$ cat src/common/spi_sub_pkg.sv
`default_nettype none

package spi_sub_pkg;

    // Data path widths
    localparam int byte_w    = 8;
    localparam int bit_idx_w = $clog2(byte_w);     // Bit position within a byte
    localparam int count_w   = 32;                 // Data byte counter

    // Address map
    localparam logic [byte_w-1:0] addr_chip_id      = 8'h01;
    localparam logic [byte_w-1:0] chip_id_value     = 8'h5A;
    localparam logic [byte_w-1:0] addr_scratch_base = 8'h10;
    localparam int                scratch_count     = 4;    // 0x10 to 0x13
    localparam int                scratch_idx_w     = $clog2(scratch_count);
    localparam logic [byte_w-1:0] addr_fifo_data    = 8'h20; // Push on write, pop on read
    localparam logic [byte_w-1:0] addr_fifo_level   = 8'h21; // Stored byte count

    // FIFO sizing
    localparam int fifo_depth   = 8;
    localparam int fifo_ptr_w   = $clog2(fifo_depth);
    localparam int fifo_level_w = fifo_ptr_w + 1;  // Holds 0 up to depth

    // Transaction phase
    // Address byte first, then data bytes until deselect
    typedef enum logic {
        phase_address,
        phase_data
    } spi_phase_t;

endpackage

`default_nettype wire

$ cat src/rtl/byte_fifo.sv
`timescale 1ns/100ps
`default_nettype none

module byte_fifo (
    input  logic                              spi_clock_in,
    input  logic                              spi_resetn,
    input  logic [spi_sub_pkg::byte_w-1:0]    address,
    input  logic                              wr_en,
    input  logic [spi_sub_pkg::byte_w-1:0]    wr_data,
    input  logic                              rd_en,
    output logic [spi_sub_pkg::byte_w-1:0]    response
);

    logic [spi_sub_pkg::byte_w-1:0]       mem [spi_sub_pkg::fifo_depth];
    logic [spi_sub_pkg::fifo_ptr_w-1:0]   wr_ptr;
    logic [spi_sub_pkg::fifo_ptr_w-1:0]   rd_ptr;
    logic [spi_sub_pkg::fifo_ptr_w-1:0]   next_rd_ptr;    // Head after this pop
    logic [spi_sub_pkg::fifo_level_w-1:0] level;
    logic [spi_sub_pkg::fifo_level_w-1:0] remaining;      // Old entries left after pop
    logic                                 at_data;
    logic                                 at_level;
    logic                                 push;
    logic                                 pop;

    assign at_data  = (address == spi_sub_pkg::addr_fifo_data);
    assign at_level = (address == spi_sub_pkg::addr_fifo_level);

    // Full and empty checked on the level before this cycle's strobes
    assign push = wr_en && at_data
               && (level != spi_sub_pkg::fifo_level_w'(spi_sub_pkg::fifo_depth));
    assign pop  = rd_en && at_data && (level != '0);

    assign next_rd_ptr = rd_ptr + spi_sub_pkg::fifo_ptr_w'(pop);
    assign remaining   = level - spi_sub_pkg::fifo_level_w'(pop);

    always_ff @(posedge spi_clock_in) begin
        if (push) begin
            mem[wr_ptr] <= wr_data;
        end
    end

    always_ff @(posedge spi_clock_in or negedge spi_resetn) begin
        if (!spi_resetn) begin
            wr_ptr <= '0;
            rd_ptr <= '0;
            level  <= '0;
        end else begin
            wr_ptr <= wr_ptr + spi_sub_pkg::fifo_ptr_w'(push);   // Pointers wrap
            rd_ptr <= next_rd_ptr;
            level  <= level + spi_sub_pkg::fifo_level_w'(push)
                            - spi_sub_pkg::fifo_level_w'(pop);
        end
    end

    // Response shows the head as it will be after pending pop and push
    // Outside the strobe cycle both are low and this is the plain head
    always_comb begin
        response = '0;
        if (at_level) begin
            response = spi_sub_pkg::byte_w'(level);   // No strobes act here
        end else if (at_data) begin
            if (remaining != '0) begin
                response = mem[next_rd_ptr];
            end else if (push) begin
                response = wr_data;                 // Fresh byte becomes the head
            end
        end
    end

endmodule

`default_nettype wire

$ cat src/rtl/register_bank.sv
`timescale 1ns/100ps
`default_nettype none

module register_bank (
    input  logic                               spi_clock_in,
    input  logic                               spi_resetn,
    input  logic [spi_sub_pkg::byte_w-1:0]     address,
    input  logic [spi_sub_pkg::count_w-1:0]    byte_count,
    input  logic                               wr_en,
    input  logic [spi_sub_pkg::byte_w-1:0]     wr_data,
    output logic [spi_sub_pkg::byte_w-1:0]     response
);

    logic [spi_sub_pkg::byte_w-1:0]        scratch [spi_sub_pkg::scratch_count];
    logic [spi_sub_pkg::byte_w-1:0]        offset;       // Address relative to base
    logic                                  is_scratch;
    logic [spi_sub_pkg::scratch_idx_w-1:0] wr_index;
    logic [spi_sub_pkg::scratch_idx_w-1:0] rd_index;

    assign offset     = address - spi_sub_pkg::addr_scratch_base;
    assign is_scratch = (offset < spi_sub_pkg::byte_w'(spi_sub_pkg::scratch_count));

    // Auto increment by byte count, wraps modulo the register count
    assign wr_index = offset[spi_sub_pkg::scratch_idx_w-1:0]
                    + byte_count[spi_sub_pkg::scratch_idx_w-1:0];

    // During the strobe cycle the shifter is already loading the next read byte
    // wr_en marks that cycle, so look one register ahead
    assign rd_index = wr_index + spi_sub_pkg::scratch_idx_w'(wr_en);

    always_ff @(posedge spi_clock_in or negedge spi_resetn) begin
        if (!spi_resetn) begin
            for (int i = 0; i < spi_sub_pkg::scratch_count; i++) begin
                scratch[i] <= '0;
            end
        end else if (wr_en && is_scratch) begin
            scratch[wr_index] <= wr_data;   // Chip ID writes fall through here
        end
    end

    // Read mux, zero when not addressed
    always_comb begin
        response = '0;
        if (address == spi_sub_pkg::addr_chip_id) begin
            response = spi_sub_pkg::chip_id_value;     // Same at every count
        end else if (is_scratch) begin
            response = scratch[rd_index];
        end
    end

endmodule

`default_nettype wire

$ cat src/rtl/spi_sub_top.sv
`timescale 1ns/100ps
`default_nettype none

module spi_sub_top (
    input  logic spi_clock_in,
    input  logic spi_resetn,
    input  logic spi_select,       // Active low
    input  logic spi_data_in,
    output logic spi_data_out
);

    logic [spi_sub_pkg::byte_w-1:0]  address;
    logic [spi_sub_pkg::byte_w-1:0]  wr_data;
    logic                            wr_en;
    logic                            rd_en;
    logic [spi_sub_pkg::count_w-1:0] byte_count;
    logic [spi_sub_pkg::byte_w-1:0]  bank_response;
    logic [spi_sub_pkg::byte_w-1:0]  fifo_response;
    logic [spi_sub_pkg::byte_w-1:0]  response;

    // Idle targets drive zero so a plain OR is enough
    assign response = bank_response | fifo_response;

    spi_peripheral spi_peripheral_i (
        .spi_clock_in (spi_clock_in),
        .spi_resetn   (spi_resetn),
        .spi_select   (spi_select),
        .spi_data_in  (spi_data_in),
        .response     (response),
        .spi_data_out (spi_data_out),
        .address      (address),
        .wr_data      (wr_data),
        .wr_en        (wr_en),
        .rd_en        (rd_en),
        .byte_count   (byte_count)
    );

    register_bank register_bank_i (
        .spi_clock_in (spi_clock_in),
        .spi_resetn   (spi_resetn),
        .address      (address),
        .byte_count   (byte_count),
        .wr_en        (wr_en),
        .wr_data      (wr_data),
        .response     (bank_response)
    );

    byte_fifo byte_fifo_i (
        .spi_clock_in (spi_clock_in),
        .spi_resetn   (spi_resetn),
        .address      (address),
        .wr_en        (wr_en),
        .wr_data      (wr_data),
        .rd_en        (rd_en),
        .response     (fifo_response)
    );

endmodule

`default_nettype wire

$ cat src/spi_peripheral/spi_bit_counter.sv
`timescale 1ns/100ps
`default_nettype none

module spi_bit_counter (
    input  logic                                 spi_clock_in,
    input  logic                                 local_resetn,
    input  spi_sub_pkg::spi_phase_t              phase,
    output logic [spi_sub_pkg::bit_idx_w-1:0]    bit_index,
    output logic                                 byte_done,
    output logic [spi_sub_pkg::count_w-1:0]      byte_count
);

    // Set for one cycle after the last bit of a data byte
    logic count_pending;

    // Last bit of the byte is on the wire this cycle
    assign byte_done = (bit_index == '0);

    always_ff @(posedge spi_clock_in or negedge local_resetn) begin
        if (!local_resetn) begin
            bit_index     <= '1;              // MSB first
            count_pending <= 1'b0;
            byte_count    <= '0;
        end else begin
            bit_index <= bit_index - 1'b1;    // 0 rolls back to 7

            // Address byte does not count
            count_pending <= byte_done && (phase == spi_sub_pkg::phase_data);

            // Bump one edge late so the strobe cycle still sees the old count
            if (count_pending) begin
                byte_count <= byte_count + 1'b1;
            end
        end
    end

endmodule

`default_nettype wire

$ cat src/spi_peripheral/spi_peripheral.sv
`timescale 1ns/100ps
`default_nettype none

module spi_peripheral (
    input  logic                               spi_clock_in,
    input  logic                               spi_resetn,
    input  logic                               spi_select,     // Active low
    input  logic                               spi_data_in,
    input  logic [spi_sub_pkg::byte_w-1:0]     response,
    output logic                               spi_data_out,
    output logic [spi_sub_pkg::byte_w-1:0]     address,
    output logic [spi_sub_pkg::byte_w-1:0]     wr_data,
    output logic                               wr_en,
    output logic                               rd_en,
    output logic [spi_sub_pkg::count_w-1:0]    byte_count
);

    logic                           local_resetn;
    logic                           byte_done;
    logic                           load_response;
    logic [spi_sub_pkg::byte_w-1:0] rx_byte;
    spi_sub_pkg::spi_phase_t        phase;

    // Deselect restarts the transaction state
    // Register and FIFO contents see only spi_resetn
    assign local_resetn = spi_resetn & ~spi_select;

    // Bit position stays internal to the counter
    spi_bit_counter bit_counter_i (
        .spi_clock_in (spi_clock_in),
        .local_resetn (local_resetn),
        .phase        (phase),
        .bit_index    (),
        .byte_done    (byte_done),
        .byte_count   (byte_count)
    );

    spi_phase_control phase_control_i (
        .spi_clock_in  (spi_clock_in),
        .local_resetn  (local_resetn),
        .byte_done     (byte_done),
        .rx_byte       (rx_byte),
        .phase         (phase),
        .address       (address),
        .wr_en         (wr_en),
        .rd_en         (rd_en),
        .load_response (load_response)
    );

    spi_shifter shifter_i (
        .spi_clock_in  (spi_clock_in),
        .local_resetn  (local_resetn),
        .spi_data_in   (spi_data_in),
        .load_response (load_response),
        .response      (response),
        .rx_byte       (rx_byte),
        .wr_data       (wr_data),
        .spi_data_out  (spi_data_out)
    );

endmodule

`default_nettype wire

$ cat src/spi_peripheral/spi_phase_control.sv
`timescale 1ns/100ps
`default_nettype none

module spi_phase_control (
    input  logic                              spi_clock_in,
    input  logic                              local_resetn,
    input  logic                              byte_done,
    input  logic [spi_sub_pkg::byte_w-1:0]    rx_byte,
    output spi_sub_pkg::spi_phase_t           phase,
    output logic [spi_sub_pkg::byte_w-1:0]    address,
    output logic                              wr_en,
    output logic                              rd_en,
    output logic                              load_response
);

    spi_sub_pkg::spi_phase_t phase_next;
    logic                    address_done;   // Closing edge of the address byte
    logic                    data_done;      // Closing edge of a data byte

    assign address_done = byte_done && (phase == spi_sub_pkg::phase_address);
    assign data_done    = byte_done && (phase == spi_sub_pkg::phase_data);

    // Next state
    always_comb begin
        phase_next = phase;
        case (phase)
            spi_sub_pkg::phase_address: begin
                if (byte_done) begin
                    phase_next = spi_sub_pkg::phase_data;
                end
            end
            spi_sub_pkg::phase_data: begin
                phase_next = spi_sub_pkg::phase_data;   // Held until deselect
            end
            default: begin
                phase_next = spi_sub_pkg::phase_address;
            end
        endcase
    end

    always_ff @(posedge spi_clock_in or negedge local_resetn) begin
        if (!local_resetn) begin
            phase         <= spi_sub_pkg::phase_address;
            address       <= '0;                          // 0x00 is unmapped
            wr_en         <= 1'b0;
            rd_en         <= 1'b0;
            load_response <= 1'b0;
        end else begin
            phase <= phase_next;

            // rx_byte already includes the bit sampled on this edge
            if (address_done) begin
                address <= rx_byte;
            end

            // One cycle strobes, targets act on the following edge
            wr_en <= data_done;
            rd_en <= data_done;

            // Falling edge after any byte boundary starts a new read byte
            load_response <= byte_done;
        end
    end

endmodule

`default_nettype wire

$ cat src/spi_peripheral/spi_shifter.sv
`timescale 1ns/100ps
`default_nettype none

module spi_shifter (
    input  logic                              spi_clock_in,
    input  logic                              local_resetn,
    input  logic                              spi_data_in,
    input  logic                              load_response,
    input  logic [spi_sub_pkg::byte_w-1:0]    response,
    output logic [spi_sub_pkg::byte_w-1:0]    rx_byte,
    output logic [spi_sub_pkg::byte_w-1:0]    wr_data,
    output logic                              spi_data_out
);

    logic [spi_sub_pkg::byte_w-1:0] shift_reg;   // Bits taken so far
    logic [spi_sub_pkg::byte_w-1:0] tx_reg;      // Bits still to send, MSB next

    // Byte as it will stand after this edge
    // Lets the phase control latch the address on the closing edge itself
    assign rx_byte = {shift_reg[spi_sub_pkg::byte_w-2:0], spi_data_in};

    // Holds the complete byte during the strobe cycle after its last bit
    assign wr_data = shift_reg;

    // Receive side, mode 0 samples on the rising edge
    always_ff @(posedge spi_clock_in) begin
        shift_reg <= rx_byte;
    end

    // Transmit side changes on the falling edge
    always_ff @(negedge spi_clock_in or negedge local_resetn) begin
        if (!local_resetn) begin
            tx_reg       <= '0;
            spi_data_out <= 1'b0;             // Quiet during address byte
        end else if (load_response) begin
            spi_data_out <= response[spi_sub_pkg::byte_w-1];
            tx_reg       <= {response[spi_sub_pkg::byte_w-2:0], 1'b0};
        end else begin
            spi_data_out <= tx_reg[spi_sub_pkg::byte_w-1];
            tx_reg       <= {tx_reg[spi_sub_pkg::byte_w-2:0], 1'b0};   // Zero fill
        end
    end

endmodule

`default_nettype wire

$ cat config.mk
export PLATFORM = sky130hd
export DESIGN_NAME = spi_sub_top
export DESIGN_NICKNAME = d
export VERILOG_FILES = /design/src/common/spi_sub_pkg.sv /design/src/rtl/byte_fifo.sv /design/src/rtl/register_bank.sv /design/src/rtl/spi_sub_top.sv /design/src/spi_peripheral/spi_bit_counter.sv /design/src/spi_peripheral/spi_peripheral.sv /design/src/spi_peripheral/spi_phase_control.sv /design/src/spi_peripheral/spi_shifter.sv
export SDC_FILE = /design/constraint.sdc
export NUM_CORES = 1
export LEC_CHECK = 0
export BUFFER_PORTS_ARGS = -buffer_cell sky130_fd_sc_hd__buf_2
export CORE_ASPECT_RATIO = 0.7
export CORE_MARGIN = 2
export CORE_UTILIZATION = 61
export DETAILED_ROUTE_END_ITERATION = 8
export HOLD_SLACK_MARGIN = 0.06
export PLACE_DENSITY_LB_ADDON = 0.12
export SLEW_MARGIN = 10
export SYNTH_ARGS = -nofsm -noshare
export SYNTH_HDL_FRONTEND = slang
export SYNTH_SLANG_ARGS = --single-unit
$ cat constraint.sdc
create_clock -name spi_clock_in -period 6.5 [get_ports spi_clock_in]
set_clock_uncertainty 0.15 [all_clocks]
set_input_delay 1.95 -clock spi_clock_in [delete_from_list [all_inputs] [get_ports spi_clock_in]]
set_output_delay 1.95 -clock spi_clock_in [all_outputs]
set_load 0.02 [all_outputs]
After elaboration in Yosys (flattened, before gate mapping)
Memory sizes are Yosys's and may differ from the RTL's.
Cells that the tools add are included.
{"block": "classes", "add_sub_neg": 10, "magnitude_cmp": 4, "n_eq_ne": 4, "mux": 18, "bitwise": 6, "n_reduce_logical": 10}
{"operator": "$mux W8", "n": 10}
{"operator": "$add A32 B1 Y32 const B", "n": 1}
{"operator": "$bwmux W32", "n": 1}
{"operator": "$bmux W8 S2", "n": 1}
{"operator": "$demux W8 S2", "n": 1}
{"operator": "$eq A8 B6 Y1 const B", "n": 2}
{"operator": "$eq A8 B1 Y1 const B", "n": 1}
{"operator": "$lt A8 B3 Y1 const B", "n": 1}
{"operator": "$or A8 B8 Y8", "n": 1}
{"operator": "$reduce_bool A4 Y1", "n": 2}
{"operator": "$sub A4 B1 Y4", "n": 2}
{"operator": "$sub A8 B5 Y8 const B", "n": 1}
{"operator": "$logic_and A1 B1 Y1", "n": 7}
{"operator": "$add A3 B1 Y3", "n": 2}
{"operator": "$ge A3 B3 Y1 const B", "n": 2}
{"operator": "$not A2 Y3", "n": 2}
{"operator": "$add A4 B1 Y4", "n": 1}
{"operator": "$mux W1", "n": 4}
{"operator": "$ne A4 B4 Y1 const B", "n": 1}
{"operator": "$logic_not A3 Y1", "n": 1}
{"operator": "$lt A3 B1 Y1 const B", "n": 1}
{"operator": "$sub A3 B1 Y3 const B", "n": 1}
{"operator": "$add A2 B1 Y2", "n": 1}
{"operator": "$add A2 B2 Y2", "n": 1}
{"operator": "other kinds (3)", "n": 4}
{"block": "totals", "reg_bits": 105, "ram_bits": 64, "inputBits": 4, "mem_count": 1}
{"name": "byte_fifo_i.mem", "depth": 8, "width": 8, "rd": 1, "rd_clocked_by_memory_dff": 0, "write_ports": 1, "line": "byte_fifo.sv:14", "source": "logic [spi_sub_pkg::byte_w-1:0] mem [spi_sub_pkg::fifo_depth];"}

Logic depth before layout (Yosys ltp)
{"block": "depth", "word_depth": 11, "ltp_mapped": 11, "ltp_nobuf": 11}

Modules after synthesis
Synthesis repeated with hierarchy kept, for this count alone.
{"block": "hier_totals", "cells_unflattened": 513, "area_unflattened_um2": 7633.6}
{"module": "byte_fifo", "n_inst": 1, "cells_per_inst": 184, "area_per_inst_um2": 3216.8}
{"module": "register_bank", "n_inst": 1, "cells_per_inst": 122, "area_per_inst_um2": 1686.6}
{"module": "spi_bit_counter", "n_inst": 1, "cells_per_inst": 141, "area_per_inst_um2": 1680.4}
{"module": "spi_shifter", "n_inst": 1, "cells_per_inst": 33, "area_per_inst_um2": 544.3}
{"module": "spi_phase_control", "n_inst": 1, "cells_per_inst": 24, "area_per_inst_um2": 441.7}
{"module": "spi_sub_top", "n_inst": 1, "cells_per_inst": 8, "area_per_inst_um2": 50.0}
{"module": "spi_peripheral", "n_inst": 1, "cells_per_inst": 1, "area_per_inst_um2": 13.8}

==> flow_results.xml <==
<?xml version="1.0" encoding="UTF-8"?>
<metrics>
  <group name="sta">
    <metric name="setup_viol" unit="">0</metric>
    <metric name="slew-limit-headroom" unit="%">37.9</metric>
    <metric name="worst_slew_pin_slew" unit="ps">928</metric>
    <metric name="timing.final.hold_violations" unit="">0</metric>
    <metric name="setup_repair_after_global_routing_missed_its_margin" unit="">yes</metric>
    <metric name="finalMaxSlewViolations" unit="">0</metric>
  </group>
  <group name="global_routing">
    <metric name="grt.busiest_layer" unit="">met1</metric>
    <metric name="global_route.usage.met2" unit="%">36.0</metric>
    <metric name="globalRouteTotalUtil" unit="%">26.4</metric>
    <metric name="grt_pass1_vias" unit="">3421</metric>
    <metric name="grt_max_degree" unit="">43</metric>
    <metric name="initial_antenna_violation_count" unit="">0</metric>
    <metric name="first_pass_grt_wire_length" unit="mm">19.8</metric>
    <metric name="global_route.usage.met3" unit="%">6.05</metric>
    <metric name="globalRoute.totalOverflow" unit="">0</metric>
    <metric name="grt.met1_usage" unit="%">41.5</metric>
  </group>
  <group name="placed_design">
    <metric name="dpl.cell_count" unit="">535</metric>
    <metric name="detailedPlacementHpwl" unit="mm">8.32</metric>
    <metric name="buffer_ports.inserted" unit="">4</metric>
    <metric name="finalWeightedCongestion" unit="">0.954</metric>
    <metric name="placed_cell_area" unit="sq um">6310</metric>
  </group>
  <group name="cts">
    <metric name="cts_buffers" unit="">17</metric>
    <metric name="clk_pin_slew" unit="ps">60</metric>
    <metric name="cts_max_level" unit="">4</metric>
    <metric name="clkLatencyLatePin" unit="ps">420</metric>
    <metric name="tritoncts_num_sinks" unit="">138</metric>
    <metric name="cts_tree" unit="">done</metric>
    <metric name="clock_path_buffers" unit="">2</metric>
    <metric name="cts_root_buffer" unit="">sky130_fd_sc_hd__clkbuf_16</metric>
    <metric name="post_cts_hold_buffer_count" unit="">0</metric>
  </group>
  <group name="cells_and_area">
    <metric name="finalInstanceArea" unit="sq um">6960</metric>
    <metric name="register_area" unit="sq um">3740</metric>
    <metric name="final_nets" unit="">449</metric>
    <metric name="fin_cells" unit="">569</metric>
    <metric name="area_delta_synth_final" unit="%">16.5</metric>
    <metric name="total_area_of_multi_input_combinational_cells" unit="sq um">2190</metric>
    <metric name="largestRegisters" unit="">byte_fifo_i.mem x64, register_bank_i.scratch x32</metric>
    <metric name="number_of_filler_cells_placed_in_the_layout" unit="">628</metric>
    <metric name="number_of_flip_flops_in_the_largest_register" unit="">64</metric>
    <metric name="drive_above_1_share" unit="%">34.5</metric>
    <metric name="antennaDiodeCount" unit="">0</metric>
    <metric name="top_register" unit="">byte_fifo_i.mem</metric>
    <metric name="fin_util" unit="%">72.5</metric>
  </group>
  <group name="synthesis">
    <metric name="postSynth.topFlopCell" unit="">sky130_fd_sc_hd__edfxtp_1</metric>
    <metric name="synth-edff-count" unit="">64</metric>
    <metric name="netlist_top_cells_count" unit="">sky130_fd_sc_hd__edfxtp_1, sky130_fd_sc_hd__mux2_2, sky130_fd_sc_hd__dfrtp_1</metric>
    <metric name="yosysMostFrequentCell" unit="">sky130_fd_sc_hd__edfxtp_1</metric>
    <metric name="synthDominantCellAreaShare" unit="%">32.1</metric>
    <metric name="post_synth_main_area_contributors" unit="">sky130_fd_sc_hd__edfxtp_1, sky130_fd_sc_hd__dfrtp_1, sky130_fd_sc_hd__mux2_2</metric>
    <metric name="synth_nets" unit="">411</metric>
    <metric name="synthesized_cell_area" unit="sq um">5980</metric>
    <metric name="ys_ff_latch" unit="">138</metric>
    <metric name="ys.warnings.count" unit="">0</metric>
    <metric name="synth_top_area_cell" unit="">sky130_fd_sc_hd__edfxtp_1</metric>
    <metric name="synth-seq-area-share" unit="%">62.5</metric>
    <metric name="synth.lib_cells_used.distinct" unit="">49</metric>
    <metric name="syn_inst" unit="">390</metric>
    <metric name="syn_avg_cell_area" unit="sq um">15.3</metric>
    <metric name="synth-async-reset-ratio" unit="%">47.8</metric>
  </group>
  <group name="setup_path">
    <metric name="critPathMaxFanout" unit="">5</metric>
    <metric name="timing.critical_path.arrival" unit="ps">3140</metric>
    <metric name="crit_required" unit="ps">3310</metric>
    <metric name="timing.critical_path.from" unit="">spi_peripheral_i.phase_control_i.address[7]</metric>
    <metric name="criticalPathCategory" unit="">reg -&gt; reg</metric>
    <metric name="worstSetupEndpointType" unit="">flop</metric>
    <metric name="worst_r2r_startpoint" unit="">spi_peripheral_i.phase_control_i.address[7]</metric>
    <metric name="timing.critical_path.from_type" unit="">flop</metric>
  </group>
  <group name="min_path">
    <metric name="holdCritStartpoint" unit="">spi_peripheral_i.shifter_i.tx_reg[5]</metric>
    <metric name="min_delay_worst_type" unit="">reg -&gt; reg</metric>
  </group>
  <group name="power">
    <metric name="static-leakage-power" unit="nW">2.87</metric>
    <metric name="power_density" unit="nW/um^2">275</metric>
    <metric name="ir_worst_vdd" unit="mV">0.186</metric>
    <metric name="finalPower" unit="mW">1.92</metric>
  </group>
  <group name="die">
    <metric name="die-height" unit="um">86.8</metric>
    <metric name="die_area" unit="sq um">10600</metric>
    <metric name="io_pins" unit="">5</metric>
    <metric name="row_count" unit="">30</metric>
    <metric name="initial_core_utilization" unit="%">62.2</metric>
    <metric name="placeableCoreArea" unit="sq um">9610</metric>
    <metric name="fp.dieW" unit="um">122</metric>
  </group>
  <group name="detailed_routing">
    <metric name="firstDrtPassIters" unit="">5</metric>
    <metric name="drcViolationCount" unit="">0</metric>
    <metric name="post_drt_wl_per_cell" unit="um">22.4</metric>
    <metric name="routed_wirelength" unit="mm">12.8</metric>
    <metric name="postRouteAntennaNets" unit="">0</metric>
    <metric name="vias_per_cell" unit="">6.14</metric>
    <metric name="dr_total_vias" unit="">3494</metric>
    <metric name="dr.first_iter.drc_count" unit="">369</metric>
  </group>
  <group name="run_status">
    <metric name="run_status" unit="">finished, final reports clean</metric>
  </group>
  <group name="flow_run">
    <metric name="maxCapViolations" unit="">0</metric>
  </group>
</metrics>
stage by stage:
stage	worst slack (ps)	hold slack, ps	setup TNS, ps
after floorplan	-3.95	267	-3.95
after global placement	34.4	287	0
after detailed placement	-48.5	289	-71.9
after CTS	52.6	289	0
after global routing	-12.5	308	-17.1
final	170	284	0
worst max-delay path, stage by stage, from the launching register on:
cell and delay, ps:
sky130_fd_sc_hd__dfrtp_1 430, sky130_fd_sc_hd__nor4_4 300, sky130_fd_sc_hd__nand2_1 130, sky130_fd_sc_hd__a211oi_2 200, sky130_fd_sc_hd__buf_4 140, sky130_fd_sc_hd__ha_1 190, sky130_fd_sc_hd__inv_1 60, sky130_fd_sc_hd__ha_1 290
sky130_fd_sc_hd__inv_1 100, sky130_fd_sc_hd__o2111ai_4 140, sky130_fd_sc_hd__buf_4 190, sky130_fd_sc_hd__nor2b_1 170, sky130_fd_sc_hd__a22oi_1 220, sky130_fd_sc_hd__a41oi_1 150
what timing repair did:
item                                    4_1_cts  5_1_grt
gates resized for setup                       3        4
pin swaps                                     0        4
buffers inserted                              0        2
endpoints found under the setup margin        2        8
where the power goes:
group          internal, mW  total, mW  switching [mW]
clock                 0.554      0.941           0.388
combinational        0.0169     0.0462          0.0293
sequential            0.918      0.929          0.0115
total                  1.49       1.92           0.429
final cells by class:
class	count	share of cell area, %
clock inverter	12	1.42
inverter	15	0.809
clock buffer	20	7.03
timing repair buffer	30	3.27
sequential	138	53.7
tap	128	2.30
multi-input combinational	226	31.5
cell families after synthesis:
family / Yosys count / share of synthesized area, %
DFF: 138 / 62.5
and+or+nand+nor: 79 / 6.70
muxes: 82 / 18.9
xor gates and xnor gates: 13 / 2.16
buffers and inverters: 26 / 1.78
AOI/OAI and AO/OA: 35 / 4.23
adders and majority gates: 17 / 3.68
final timing paths:
kind                                                   endpoint  slack (ps)  depth (start not counted)
setup / recovery           spi_peripheral_i.shifter_i.tx_reg[7]         170                         13
hold / removal             spi_peripheral_i.shifter_i.tx_reg[6]         280                          1
setup reg to reg           spi_peripheral_i.shifter_i.tx_reg[7]         170                         13
hold reg to reg            spi_peripheral_i.shifter_i.tx_reg[6]         280                          1
max in group asynchronous  spi_peripheral_i.shifter_i.tx_reg[3]        1130                          2
min in group asynchronous                 byte_fifo_i.rd_ptr[2]        1470                          2
layer usage:
layer  wire [um]  up-vias
met1        6070     1808
met3         876       20
met4         175        0
met2        5650      129
li1            -     1537
met5           0        -
layout by cell type (no fill, tap or decap), types with 5 or more instances in the layout:
master	Yosys	routed
sky130_fd_sc_hd__a21oi_1	11	11
sky130_fd_sc_hd__buf_4	0	25
sky130_fd_sc_hd__clkbuf_16	0	19
sky130_fd_sc_hd__dfrtn_1	8	8
sky130_fd_sc_hd__dfrtp_1	55	55
sky130_fd_sc_hd__dfxtp_1	8	8
sky130_fd_sc_hd__edfxtp_1	64	64
sky130_fd_sc_hd__ha_1	16	15
sky130_fd_sc_hd__inv_1	15	15
sky130_fd_sc_hd__mux2_2	56	56
sky130_fd_sc_hd__mux2i_1	7	7
sky130_fd_sc_hd__mux4_2	18	18
sky130_fd_sc_hd__nand2_1	18	18
sky130_fd_sc_hd__nand2b_1	9	9
sky130_fd_sc_hd__nand3_1	5	5
sky130_fd_sc_hd__nor2_1	22	22
sky130_fd_sc_hd__nor2b_1	7	6
sky130_fd_sc_hd__nor3_1	6	5
sky130_fd_sc_hd__xnor2_1	5	5
sky130_fd_sc_hd__xor2_1	6	6
Power figures use the tool's default switching activity.
